### src/packet_gather_config.svh
`ifndef PACKET_GATHER_CONFIG_SVH
`define PACKET_GATHER_CONFIG_SVH

// data path.
`define PG_DATA_BYTES 4

// buffers.
`define PG_BUFFER_SIZE 64
`define PG_PTR_WID 4

// packet attributes.
`define PG_META_WID 5
`define PG_MAX_PKT_SIZE 1024

// queues.
`define PG_DESC_DEPTH 4
`define PG_RD_FIFO_DEPTH 8

// buffer memory read pipeline.
`define PG_MEM_RD_LATENCY 3

`endif

### src/packet_gather_pkg.sv
`include "packet_gather_config.svh"

package packet_gather_pkg;

    localparam int WORD_IDX_WID = $clog2(`PG_BUFFER_SIZE / `PG_DATA_BYTES);

    typedef logic [`PG_PTR_WID-1:0] ptr_t;
    typedef logic [`PG_PTR_WID+WORD_IDX_WID-1:0] addr_t;    // {ptr, word index}.
    typedef logic [`PG_DATA_BYTES*8-1:0] data_t;
    typedef logic [$clog2(`PG_DATA_BYTES)-1:0] mty_t;
    typedef logic [`PG_META_WID-1:0] meta_t;
    typedef logic [$clog2(`PG_BUFFER_SIZE+1)-1:0] buf_size_t;
    typedef logic [$clog2(`PG_MAX_PKT_SIZE+1)-1:0] pkt_size_t;

    typedef struct packed {
        ptr_t      addr;    // first buffer.
        pkt_size_t size;
        logic      err;
        meta_t     meta;
    } desc_t;

    typedef struct packed {
        data_t data;
        logic  eop;
        mty_t  mty;
    } beat_t;

    typedef enum logic [2:0] {
        EVT_OK            = 3'd0,
        EVT_ERR           = 3'd1,
        EVT_SIZE_MISMATCH = 3'd2
    } evt_status_e;

endpackage : packet_gather_pkg

### src/packet_gather.sv
`include "packet_gather_config.svh"

module packet_gather import packet_gather_pkg::*; (
    input  logic        clk,
    input  logic        arst_n,

    input  logic        desc_vld,
    output logic        desc_rdy,
    input  desc_t       desc,

    output logic        gather_req,
    output ptr_t        gather_ptr,
    input  logic        gather_vld,
    input  ptr_t        gather_nxt_ptr,
    input  logic        gather_eof,
    input  buf_size_t   gather_size,
    input  meta_t       gather_meta,
    input  logic        gather_err,

    output logic        mem_rd_req,
    output addr_t       mem_rd_addr,
    input  logic        mem_rd_ack,
    input  data_t       mem_rd_data,

    output logic        packet_vld,
    input  logic        packet_rdy,
    output logic        packet_eop,
    output data_t       packet_data,
    output mty_t        packet_mty,
    output logic        packet_err,
    output meta_t       packet_meta,

    output logic        packet_event_evt,
    output pkt_size_t   packet_event_size,
    output evt_status_e packet_event_status
);

    localparam int LAT        = `PG_MEM_RD_LATENCY;
    localparam int RD_DEPTH   = `PG_RD_FIFO_DEPTH;
    localparam int IDX_WID    = $bits(addr_t) - $bits(ptr_t);
    localparam int WORD_SHIFT = $clog2(`PG_DATA_BYTES);

    typedef logic [IDX_WID-1:0] idx_t;
    typedef logic [$clog2(RD_DEPTH+1)-1:0] cnt_t;

    logic      busy;
    logic      walk_pass;    // 0 sums the chain, 1 feeds the reader.
    logic      look_pend;
    logic      look_done;
    desc_t     desc_q;
    ptr_t      look_ptr;
    pkt_size_t total;
    logic      err_acc;

    logic      rec_vld;
    ptr_t      rec_ptr;
    idx_t      rec_last;
    mty_t      rec_mty;
    logic      rec_eof;
    logic      rec_load;

    logic      cur_act;
    ptr_t      cur_ptr;
    idx_t      cur_idx;
    idx_t      cur_last;
    mty_t      cur_mty;
    logic      cur_eof;
    logic      rd_go;
    logic      rd_last;

    cnt_t      inflight;
    cnt_t      rd_count;
    logic      tag_eop [LAT];
    mty_t      tag_mty [LAT];
    beat_t     beat_in;
    beat_t     beat_out;
    logic      rd_empty;
    logic      eop_taken;

    ////////////////////////////////////////
    // chain walk
    ////////////////////////////////////////

    assign desc_rdy   = !busy;
    assign gather_req = busy && !look_pend && !look_done && (!walk_pass || !rec_vld);
    assign gather_ptr = look_ptr;

    always_ff @(posedge clk or negedge arst_n) begin
        if (!arst_n) begin
            busy      <= 1'b0;
            walk_pass <= 1'b0;
            look_pend <= 1'b0;
            look_done <= 1'b0;
            rec_vld   <= 1'b0;
        end else begin
            if (desc_vld && desc_rdy) begin
                busy      <= 1'b1;
                walk_pass <= 1'b0;
                look_done <= 1'b0;
            end else if (eop_taken) begin
                busy <= 1'b0;
            end
            if (gather_req) begin
                look_pend <= 1'b1;
            end else if (gather_vld) begin
                look_pend <= 1'b0;
            end
            if (gather_vld && gather_eof) begin
                if (walk_pass) begin
                    look_done <= 1'b1;
                end else begin
                    walk_pass <= 1'b1;    // rewalk, now for reads.
                end
            end
            if (gather_vld && walk_pass) begin
                rec_vld <= 1'b1;
            end else if (rec_load) begin
                rec_vld <= 1'b0;
            end
        end
    end

    always_ff @(posedge clk) begin
        if (desc_vld && desc_rdy) begin
            desc_q   <= desc;
            look_ptr <= desc.addr;
            total    <= '0;
            err_acc  <= desc.err;
        end
        if (gather_vld) begin
            if (!walk_pass) begin
                total    <= total + gather_size;
                err_acc  <= err_acc | gather_err;
                look_ptr <= gather_eof ? desc_q.addr : gather_nxt_ptr;
            end else begin
                look_ptr <= gather_nxt_ptr;
                rec_ptr  <= look_ptr;
                rec_eof  <= gather_eof;
                rec_last <= idx_t'((gather_size - 1'b1) >> WORD_SHIFT);
                rec_mty  <= mty_t'(`PG_DATA_BYTES - gather_size);
            end
        end
    end

    ////////////////////////////////////////
    // credited word reads
    ////////////////////////////////////////

    assign rd_go       = cur_act && ((rd_count + inflight) < RD_DEPTH);
    assign rd_last     = (cur_idx == cur_last);
    assign rec_load    = rec_vld && (!cur_act || (rd_go && rd_last));
    assign mem_rd_req  = rd_go;
    assign mem_rd_addr = {cur_ptr, cur_idx};

    always_ff @(posedge clk or negedge arst_n) begin
        if (!arst_n) begin
            cur_act  <= 1'b0;
            inflight <= '0;
        end else begin
            if (rec_load) begin
                cur_act <= 1'b1;
            end else if (rd_go && rd_last) begin
                cur_act <= 1'b0;
            end
            case ({rd_go, mem_rd_ack})
                2'b10:   inflight <= inflight + 1'b1;
                2'b01:   inflight <= inflight - 1'b1;
                default: inflight <= inflight;
            endcase
        end
    end

    always_ff @(posedge clk) begin
        if (rec_load) begin
            cur_ptr  <= rec_ptr;
            cur_idx  <= '0;
            cur_last <= rec_last;
            cur_mty  <= rec_mty;
            cur_eof  <= rec_eof;
        end else if (rd_go) begin
            cur_idx <= cur_idx + 1'b1;
        end
    end

    // tags ride alongside the memory pipeline.
    always_ff @(posedge clk) begin
        tag_eop[0] <= cur_eof && rd_last;
        tag_mty[0] <= (cur_eof && rd_last) ? cur_mty : '0;
        for (int i = 1; i < LAT; i++) begin
            tag_eop[i] <= tag_eop[i-1];
            tag_mty[i] <= tag_mty[i-1];
        end
    end

    ////////////////////////////////////////
    // beat output and completion
    ////////////////////////////////////////

    assign beat_in = '{data: mem_rd_data, eop: tag_eop[LAT-1], mty: tag_mty[LAT-1]};

    sync_fifo #(
        .payload_t ( beat_t   ),
        .DEPTH     ( RD_DEPTH )
    ) rd_fifo0 (
        .clk     ( clk        ),
        .arst_n  ( arst_n     ),
        .wr      ( mem_rd_ack ),
        .wr_data ( beat_in    ),
        .full    (            ),
        .rd      ( packet_rdy ),
        .rd_data ( beat_out   ),
        .empty   ( rd_empty   ),
        .count   ( rd_count   )
    );

    assign packet_vld  = !rd_empty;
    assign packet_data = beat_out.data;
    assign packet_eop  = beat_out.eop;
    assign packet_mty  = beat_out.mty;
    assign packet_err  = err_acc;    // known before the first read.
    assign packet_meta = desc_q.meta;
    assign eop_taken   = packet_vld && packet_rdy && packet_eop;

    always_ff @(posedge clk or negedge arst_n) begin
        if (!arst_n) begin
            packet_event_evt <= 1'b0;
        end else begin
            packet_event_evt <= eop_taken;
        end
    end

    always_ff @(posedge clk) begin
        if (eop_taken) begin
            packet_event_size <= total;
            if (err_acc) begin
                packet_event_status <= EVT_ERR;
            end else if (total != desc_q.size) begin
                packet_event_status <= EVT_SIZE_MISMATCH;
            end else begin
                packet_event_status <= EVT_OK;
            end
        end
    end

endmodule : packet_gather

### src/sync_fifo.sv
module sync_fifo #(
    parameter type payload_t = logic [7:0],
    parameter int  DEPTH     = 4
) (
    input  logic                         clk,
    input  logic                         arst_n,

    input  logic                         wr,
    input  payload_t                     wr_data,
    output logic                         full,

    input  logic                         rd,
    output payload_t                     rd_data,
    output logic                         empty,

    output logic [$clog2(DEPTH+1)-1:0]   count
);

    localparam int PTR_WID = $clog2(DEPTH);

    payload_t           mem [DEPTH];
    logic [PTR_WID-1:0] wr_ptr;
    logic [PTR_WID-1:0] rd_ptr;
    logic               wr_en;
    logic               rd_en;
    logic [$clog2(DEPTH+1)-1:0] count_nxt;

    assign wr_en   = wr && !full;
    assign rd_en   = rd && !empty;
    assign empty   = (count == '0);
    assign rd_data = mem[rd_ptr];    // head is always visible.

    always_comb begin
        count_nxt = count;
        if (wr_en && !rd_en) begin
            count_nxt = count + 1'b1;
        end else if (rd_en && !wr_en) begin
            count_nxt = count - 1'b1;
        end
    end

    always_ff @(posedge clk) begin
        if (wr_en) begin
            mem[wr_ptr] <= wr_data;
        end
    end

    always_ff @(posedge clk or negedge arst_n) begin
        if (!arst_n) begin
            wr_ptr <= '0;
            rd_ptr <= '0;
            count  <= '0;
            full   <= 1'b1;    // refuse writes through reset.
        end else begin
            if (wr_en) begin
                wr_ptr <= (wr_ptr == PTR_WID'(DEPTH - 1)) ? '0 : wr_ptr + 1'b1;
            end
            if (rd_en) begin
                rd_ptr <= (rd_ptr == PTR_WID'(DEPTH - 1)) ? '0 : rd_ptr + 1'b1;
            end
            count <= count_nxt;
            full  <= (count_nxt == $bits(count)'(DEPTH));
        end
    end

endmodule : sync_fifo

### config.mk
export PLATFORM = sky130hd
export DESIGN_NAME = packet_gather
export DESIGN_NICKNAME = d
export VERILOG_FILES = /design/src/packet_gather_pkg.sv /design/src/packet_gather.sv /design/src/sync_fifo.sv
export VERILOG_INCLUDE_DIRS = /design/src
export SDC_FILE = /design/constraint.sdc
export NUM_CORES = 1
export LEC_CHECK = 0
export ABC_AREA = 0
export BUFFER_PORTS_ARGS = -buffer_cell sky130_fd_sc_hd__buf_4
export CORE_UTILIZATION = 50
export CTS_CLUSTER_DIAMETER = 150
export DETAILED_ROUTE_END_ITERATION = 10
export HOLD_SLACK_MARGIN = 0.08
export PLACE_DENSITY = 0.72
export REMOVE_ABC_BUFFERS = 1
export SYNTH_ARGS = -nofsm -noshare
export SYNTH_HDL_FRONTEND = slang
export SYNTH_SLANG_ARGS = --single-unit
### constraint.sdc
create_clock -name clk -period 4.3 [get_ports clk]
set_input_delay 0.215 -clock clk [delete_from_list [all_inputs] [get_ports clk]]
set_output_delay 0.215 -clock clk [all_outputs]
set_load 0.01 [all_outputs]
### After elaboration in Yosys (flattened, before gate mapping)

Memory sizes are Yosys's and may differ from the RTL's.
Cells that the tools add are included.

| operators by class | value |
|---|---|
| $add $sub $neg | 11 |
| multipliers | 0 |
| divide/modulo/power cells | 0 |
| order comparisons | 1 |
| eq/ne operators | 7 |
| shift-type cells | 0 |
| multiplexer cells | 33 |
| bitwise operators | 1 |
| reduce and logical (&&, ||, !) cells | 35 |

Operators with widths:

| operator | count |
|---|---|
| two-way mux 11 bit | 3 |
| two-way mux 4 bit | 6 |
| two-way mux 1 bit | 19 |
| logical AND 1 bit | 15 |
| adder 4 x 1 -> 4 bit (second input constant) | 3 |
| nonzero test 2 bit | 6 |
| adder 11 x 7 -> 11 bit | 1 |
| != test 11 bit | 1 |
| logical NOT 1 bit | 10 |
| case mux 4 bit (2 select lines) | 1 |
| subtractor 4 x 1 -> 4 bit (second input constant) | 2 |
| adder 3 x 1 -> 3 bit (second input constant) | 2 |
| equality test 3 bit (second input constant) | 2 |
| two-way mux 3 bit | 2 |
| subtractor 6 x 1 -> 6 bit (second input constant) | 1 |
| adder 4 x 4 -> 5 bit | 1 |
| less-than comparator 5 x 4 -> 1 bit (second input constant) | 1 |
| equality test 4 bit | 1 |
| equality test 4 bit (second input constant) | 1 |
| logical NOT 4 bit | 1 |
| two-way mux 2 bit | 2 |
| equality test 2 x 1 -> 1 bit (second input constant) | 1 |
| equality test 2 bit (second input constant) | 1 |
| logical OR 1 bit | 2 |
| 3 further kinds | 3 |

| storage, ports and cells | value |
|---|---|
| flip-flop bits (word level) | 98 |
| bits in latches | 0 |
| bits in writable memories | 289 |
| ROM bits | 0 |
| output and inout port bits | 72 |
| logic and storage cells | 120 |
| memories | 3 |

Memories:

| memory | words | width | read ports | clocked after Yosys merged registers in | write ports | RTL line | text |
|---|---|---|---|---|---|---|---|
| rd_fifo0.mem | 8 | 35 | 1 | 0 | 1 | sync_fifo.sv:21 | `payload_t mem [DEPTH];` |
| tag_mty | 3 | 2 | 3 | 0 | 3 | packet_gather.sv:74 | `mty_t tag_mty [LAT];` |
| tag_eop | 3 | 1 | 3 | 0 | 3 | packet_gather.sv:73 | `logic tag_eop [LAT];` |

### Logic depth before layout (Yosys ltp)

Gate-level depths: netlist of the first run.

| logic depth | value |
|---|---|
| depth after elaboration | 8 |
| gate-level depth with buffers | 10 |
| depth with buffers taken out | 10 |

### Modules after synthesis

From an unflattened synthesis of the first run, not the netlist that was laid out.

| unflattened totals | value |
|---|---|
| cells, all modules | 753 |
| area total of the unflattened synthesis | 15,005.6 um2 |

By module, submodules not included:

| module | instances | cells an instance | area an instance (um2) |
|---|---|---|---|
| sync_fifo | 1 | 470 | 11,131.9 |
| packet_gather | 1 | 283 | 3,873.7 |

### Least setup slack after synthesis of the first run

Ideal clock, no wire load.

| timing | value |
|---|---|
| path type | register to register |
| from | register rd_fifo0.full |
| to | memory rd_fifo0.mem[0][0] (netlist bit) (enable) |
| setup time | 0.515 ns |
| data arrival time | 3.985 ns |
| slack | -0.200 ns |
| cell stages (with the launch flop) | 4 |
| clock period less this slack | 4.500 ns |
| cells stage by stage | dfstp_2 nand2b_1 buf_2 nor4_1 |

| between the ends | value |
|---|---|
| word-level cells in the longest chain between the ends | 4 |

Ends and longest elaborated chain:

| item | RTL line | text |
|---|---|---|
| start: declaration | sync_fifo.sv:10 | `output logic full,` |
| start signal: assignment | sync_fifo.sv:62 | `full <= (count_nxt == $bits(count)'(DEPTH));` |
| logical NOT 1 bit | sync_fifo.sv:28 | `assign wr_en = wr && !full;` |
| logical AND 1 bit | sync_fifo.sv:28 |  |
| two-way mux 1 bit | sync_fifo.sv:43 | `if (wr_en) begin` |
| two-way mux 1 bit (not written as such) | sync_fifo.sv:44 | `mem[wr_ptr] <= wr_data;` |
| end: declaration | sync_fifo.sv:21 |  |

No other way between the ends.

### Worst setup path after layout of the first run

| timing | value |
|---|---|
| from | register rd_fifo0.rd_ptr[0] |
| to | output port packet_data[14] |

| between the ends | value |
|---|---|
| word-level cells in the longest chain between the ends | 1 |

Ends and longest elaborated chain:

| item | RTL line | text |
|---|---|---|
| start: declaration | sync_fifo.sv:23 | `logic [PTR_WID-1:0] rd_ptr;` |
| start signal: assignment | sync_fifo.sv:59 | `rd_ptr <= (rd_ptr == PTR_WID'(DEPTH - 1)) ? '0 : rd_ptr + 1'b1;` |
| memory read (8 x 35 bit) | - |  |
| end: declaration | packet_gather.sv:28 | `output data_t packet_data,` |

No other way between the ends.

==> results of run 1 <==
-- worst reg2reg max path: stages, from the launching register on --
cell and delay, ns:
dfrtp_1 0.46, ha_1 0.31, nor4b_1 0.30, nand3_1 0.23
ha_1 0.33, xor2_1 0.18, ha_1 0.18, a21oi_1 0.16
xor2_1 0.16, nor2_1 0.06, xor2_1 0.14
-- area by class of cell --
type,count,area [µm²]
fillers,2024,11000
inverters,13,48.8
well taps,390,488
flip-flops and latches,386,11200
clock buffers,48,1080
multi-input cells,324,3590
clock inverters,26,236
repair buffers,222,1880
-- Yosys cell counts (all sizes together), types with 7 or more instances --
cell / instances / area, µm²
xnor2: 7 / 61.3
mux2: 38 / 428
xor2: 26 / 228
edfxtp: 339 / 10200
buf: 21 / 125
ha: 21 / 263
nor3: 10 / 50.1
mux4: 70 / 1580
nor2: 22 / 82.6
nand2: 30 / 120
dfrtp: 21 / 526
a21oi: 15 / 78.8
clkbuf: 11 / 41.3
inv: 13 / 48.8
dfxtp: 25 / 500
o21ai: 12 / 60.1
-- state kept, by name, indices dropped and copies added, names as in the netlist, 5 cells and up --
name	flops
packet_event_size	11
packet_meta	5
tag_mty	6
desc_q	15
rd_fifo0.mem	280
total	11
-- logic make-up after synthesis --
family,after synthesis,synth area share
flops,386,0.749
mux,112,0.136
simple gates,95,0.0340
compound gates,60,0.0269
buf+inv,45,0.0144
xor+xnor,33,0.0193
fa+ha+maj,23,0.0195
other cells,1,0.000250
-- metrics by stage --
step / setup TNS (ns) / std cells / area, µm² / setup slack [ns] / power, mW
detailed placement: 0 / 1269 / 16600 / 1.67 / 9.17
global route: 0 / 1409 / 18600 / 1.02 / 13.1
CTS: 0 / 1409 / 18600 / 1.11 / 12.6
floorplan: -6.97 / 723 / 14800 / -0.199 / 7.75
global placement: 0 / 1269 / 16600 / 1.69 / 9.09
finish: 0 / 1409 / 18600 / 1.21 / 12.5
-- worst paths after layout --
kind                                                     start  cells past startpoint                      end  slack (ns)
worst max register to register     rd_fifo0.count[3]$_DFF_PN0_                     10  inflight[2]$_DFFE_PN0P_        1.67
max in group asynchronous                               arst_n                      2  rd_fifo0.full$_DFF_PN1_        3.82
worst min register to register           tag_eop[0][0]$_DFF_P_                      0    tag_eop[0][1]$_DFF_P_        0.33
worst min-delay path                                  desc_vld                      3         busy$_DFFE_PN0P_         0.1
worst max-delay path            rd_fifo0.rd_ptr[0]$_DFFE_PN0P_                      4          packet_data[14]        1.21
min in group asynchronous                               arst_n                      2    look_pend$_DFFE_PN0P_        0.17
-- report_power, final --
group          internal (mW)  total, mW  leakage [nW]  switching [mW]
registers               4.85       5.44          3.56           0.587
logic                   1.96       3.67          2.41            1.71
clock network           2.04       3.40         0.654            1.36
total                   8.85       12.5          6.62            3.66
-- per-layer routing --
metal	share of wire	GRT usage	wire length (µm)
met5	0	0	0
met4	0.016	0.0475	465
met3	0.064	0.0472	1810
met2	0.50	0.326	14300
met1	0.42	0.241	11800
==> out/metrics.csv, run 1 <==
stage,metric,value,unit
route,Vias/cell,5.37,
floorplan,Die Span Y,175,µm
power,LEAKAGE,6.62,nW
route,Total Routed Length,28400,µm
critical_path,most frequent CP cell,buf_4,
timing,crit share post-route,0.718,
cells_and_area,most frequent cells in the layout,"edfxtp_1, buf_4, mux4_2, dlygate4sd3_1, clkbuf_16",
critical_path,"Req. time, crit path",4.09,ns
global_route,pin count of the biggest net entering global routing,56,
critical_path,Crit Path Category,reg -> out,
global_route,global-route wire length before repair,43900,µm
synth,syn avg cell area,19.9,µm²
global_route,gr ovfl total,0,
timing,RSZ-0062 raised after global routing,no,
cells_and_area,final core occ,0.628,
clock_network,Setup Buffers After CTS,0,
power,VDD IR max,0.000479,V
synth,Ys Warns,0,
cells_and_area,share of cells above drive strength 1,0.338,
timing,final hold violations,0,
floorplan,core area,29600,µm²
placement,hpwl dp,16800,µm
route,number of DRC markers in iteration 0,407,
critical_path,CP Launch Type,flop,
critical_path,CP max stage cell,dfrtp_4,
placement,PortBufs,142,
cells_and_area,"commonest non-fill, non-tap cell in the layout",edfxtp_1,
route,post-detailed-route count of antenna-violating nets,0,
clock_network,clk sinks,386,
clock_network,Max clock buf depth,3,
floorplan,Die W,175,µm
critical_path,crit path DAT,2.87,ns
critical_path,"slowest stage delay, CP",0.99,ns
min_path,Hold Path Class,in -> reg,
cells_and_area,Layout area overhead,23.9,%
timing,Fmax,324,MHz
timing,Tightest Pin Transition,0.953,ns
critical_path,cells along the critical path,"buf_4, mux4_2, mux2_2, buf_4",
synth,ys async rst share,0.0570,
timing,final setup violation count,0,
timing,slew margin rel.,0.361,
global_route,Tot GR Track Use,0.189,
critical_path,"CP delay by family, top",flip-flops,
synth,Syn Inst Count,755,
floorplan,# rows,63,
synth,Mapped Area,15000,µm²
outcome,status,"finished, final reports clean",
timing,Pins Over Slew Limit,0,
timing,Tmin final,3.09,ns
clock_network,Clock Tree Root,clkbuf_16,
synth,register area share after synthesis,0.749,
synth,Synth Flop Type,edfxtp_1,
timing,Clock Skew,0.0257,ns
route,vias post-DR,7573,
synth,Synth cell types,65,
job,# Max-Cap Violations,0,
critical_path,CP endpoint kind,output pin,
global_route,vias in the first global route,7817,
route,DR DRC count,0,
floorplan,die area,30700,µm²
clock_network,Clock transition at path regs,0.06,ns
route,WL/cell,20.1,µm
timing,hold slack,0.0971,ns
clock_network,post-cts sizing count,0,
placement,GP Congestion,0.782,
synth,post-synthesis register bit count,386,
clock_network,TritonCTS buffer count,40,
critical_path,"Buf+Inv Stages, Crit Path",2,
synth,Post-synth EDFFs,339,
floorplan,Top Ports,149,
clock_network,H-tree levels,2,
clock_network,hold bufs inserted after CTS,66,
route,Pre-Repair DR Iteration Count,6,
clock_network,insertion delay of the later-clocked pin in the worst-skew pair,0.53,ns
global_route,initial antenna violation count,0,
clock_network,CTS tree,built,
power,pwr dens,673,nW/µm²
critical_path,worst-path maximum fanout,43,
floorplan,Initial Util,0.507,
cells_and_area,ant diodes,0,
cells_and_area,Final #Nets,1086,
Note: power is estimated with default switching activity, not from simulation.
==> run 2, diff against run 1 <==
- PLACE_DENSITY: 0.72 -> 0.69
- clock period: 4.3 -> 3 ns (I/O delays scaled with it)
==> out/metrics.csv, run 2 (synthesis gave the netlist of run 1 again) <==
stage,metric,value,unit
clock_network,Setup Buffers After CTS,0,
route,post-detailed-route count of antenna-violating nets,0,
route,Vias/cell,5.41,
global_route,pin count of the biggest net entering global routing,36,
job,# Max-Cap Violations,0,
placement,GP Congestion,0.830,
route,DR DRC count,0,
power,P_int,12.5,mW
critical_path,CP Launch Type,flop,
clock_network,TritonCTS buffer count,39,
clock_network,CTS tree,built,
cells_and_area,Multi-input gate area,3590,µm²
placement,Placed Cells,1276,
floorplan,die area,30700,µm²
route,number of DRC markers in iteration 0,483,
cells_and_area,most frequent cells in the layout,"edfxtp_1, buf_4, dlygate4sd3_1, mux4_2, clkbuf_16",
cells_and_area,Layout fillers,2035,
outcome,status,"finished, final reports clean",
critical_path,Crit Path Category,reg -> out,
critical_path,"Req. time, crit path",2.85,ns
critical_path,worst-path maximum fanout,32,
critical_path,CP endpoint kind,output pin,
critical_path,crit path DAT,2.51,ns
floorplan,Top Ports,149,
critical_path,R2R depth,10,
timing,final hold violations,0,
clock_network,clk sinks,386,
min_path,WHS Endpoint,inflight[0]$_DFFE_PN0P_,
clock_network,Clock transition at path regs,0.06,ns
timing,Tmin final,2.66,ns
floorplan,Die W,175,µm
global_route,vias in the first global route,8079,
power,power share of the combinational group,0.309,
cells_and_area,max FFs per register,280,
min_path,min-delay src,mem_rd_ack,
power,Clk network pwr share,0.262,
cells_and_area,largest register by flop count,rd_fifo0.mem,
cells_and_area,"commonest non-fill, non-tap cell in the layout",edfxtp_1,
cells_and_area,final non-filler cell total,1421,
global_route,initial antenna violation count,1,
placement,hpwl dp,16800,µm
cells_and_area,Seq. cell area,11200,µm²
timing,Fmax,376,MHz
power,pwr dens,955,nW/µm²
cells_and_area,Layout area overhead,24.4,%
min_path,Hold Path Stages,3,
power,Sw Ratio,0.295,
clock_network,post-cts sizing count,0,
timing,Tightest Pin Transition,0.988,ns
timing,crit share post-route,0.886,
placement,dpl ws,0.407,ns
timing,final worst slack,0.341,ns
timing,final setup violation count,0,
placement,placed instance area,16700,µm²
route,WL/cell,20.2,µm
floorplan,# rows,63,
power,Seq pwr share,0.428,
timing,RSZ-0062 raised after global routing,no,
global_route,gr ovfl total,0,
cells_and_area,Largest regs,"rd_fifo0.mem: 280 flops, desc_q: 15 flops",
global_route,global-route wire length before repair,45100,µm
cells_and_area,fin area,18600,µm²
timing,slew margin rel.,0.339,
placement,PortBufs,142,
cells_and_area,share of cells above drive strength 1,0.337,
clock_network,hold bufs inserted after CTS,74,
power,LEAKAGE,6.65,nW
critical_path,r2r endpoint,inflight[2]$_DFFE_PN0P_,
cells_and_area,final core occ,0.631,
clock_network,Clock Tree Root,clkbuf_16,
route,vias post-DR,7687,
route,Pre-Repair DR Iteration Count,4,
critical_path,Worst R2R Setup Slack,0.39,ns
timing,Pins Over Slew Limit,0,
clock_network,Max clock buf depth,3,
power,VDD IR max,0.000606,V
global_route,Tot GR Track Use,0.192,
clock_network,H-tree levels,2,
route,Total Routed Length,28600,µm
min_path,Hold Path Class,in -> reg,
cells_and_area,Final #Nets,1100,
floorplan,Initial Util,0.507,
clock_network,insertion delay of the later-clocked pin in the worst-skew pair,0.53,ns
timing,Clock Skew,0.0205,ns
power,switching pwr,5.26,mW
floorplan,core area,29600,µm²
floorplan,Die Span Y,175,µm
critical_path,reg2reg start,rd_fifo0.count[3]$_DFF_PN0_,
run 2: changes by cell type in the layout (fill, tap and decap cells not counted), moves of 2 or more:
cell | previous run | this run
clkinv_1 | 10 | 8
clkinv_2 | 9 | 4
buf_4 | 152 | 158
clkbuf_1 | 5 | 7
bufinv_16 | 4 | 2
dlygate4sd3_1 | 66 | 74
run 2: metrics by stage:
| stage | TNS (ns) | total power [mW] | hold WS [ns] |
|---|---|---|---|
| after floorplan | -193.51 | 11.1 | -0.146 |
| after global placement | 0 | 13.1 | 0.0714 |
| after detailed placement | 0 | 13.2 | 0.0738 |
| after CTS | 0 | 18.0 | 0.0829 |
| after global routing | 0 | 18.7 | 0.147 |
| final | 0 | 17.8 | 0.112 |
run 2: final cells by class:
| cell class | instances | share of cell area |
|---|---|---|
| tap | 390 | 0.0262 |
| sequential | 386 | 0.603 |
| antenna | 1 | 0.000134 |
| clock inverter | 20 | 0.00893 |
| timing repair buffer | 237 | 0.109 |
| inverter | 13 | 0.00262 |
| multi-input combinational | 324 | 0.193 |
| clock buffer | 50 | 0.0579 |
run 2: power groups by stage:
| stage | combinational (mW) | sequential [mW] | clock [mW] |
|---|---|---|---|
| 2_1_floorplan | 3.26 | 7.86 | 0 |
| 3_3_place_gp | 5.42 | 7.70 | 0 |
| 3_5_place_dp | 5.48 | 7.74 | 0 |
| 4_1_cts | 5.61 | 7.64 | 4.78 |
| 5_1_grt | 6.02 | 7.75 | 4.94 |
| 6_report | 5.50 | 7.62 | 4.67 |
run 2: worst max-delay path: stages (launching register included):
cell and delay (ns):
dfrtp_4 0.74, buf_4 0.44, mux4_2 0.36, mux2_2 0.29, buf_4 0.15
run 2: layer usage:
metal  global-route usage  share of wire  vias to the layer above
met5                    0              0                        -
met4               0.0609          0.019                        0
met3               0.0407          0.069                       43
met2                0.326           0.50                      232
met1                0.249           0.41                     3892
li1                     -              -                     3520
run 2: how the worst max path moves through the flow:
stage | from | endpoint | cells after the start
6_report | rd_fifo0.rd_ptr[1]$_DFFE_PN0P_ | packet_mty[0] | 4
5_1_grt | rd_fifo0.count[3]$_DFF_PN0_ | inflight[2]$_DFFE_PN0P_ | 10
4_1_cts | rd_fifo0.rd_ptr[0]$_DFFE_PN0P_ | packet_data[25] | 4
3_5_place_dp | rd_fifo0.count[3]$_DFF_PN0_ | inflight[2]$_DFFE_PN0P_ | 10
3_3_place_gp | rd_fifo0.count[3]$_DFF_PN0_ | inflight[2]$_DFFE_PN0P_ | 10
2_1_floorplan | rd_fifo0.full$_DFF_PN1_ | rd_fifo0.mem[0][0]$_DFFE_PP_ | 2
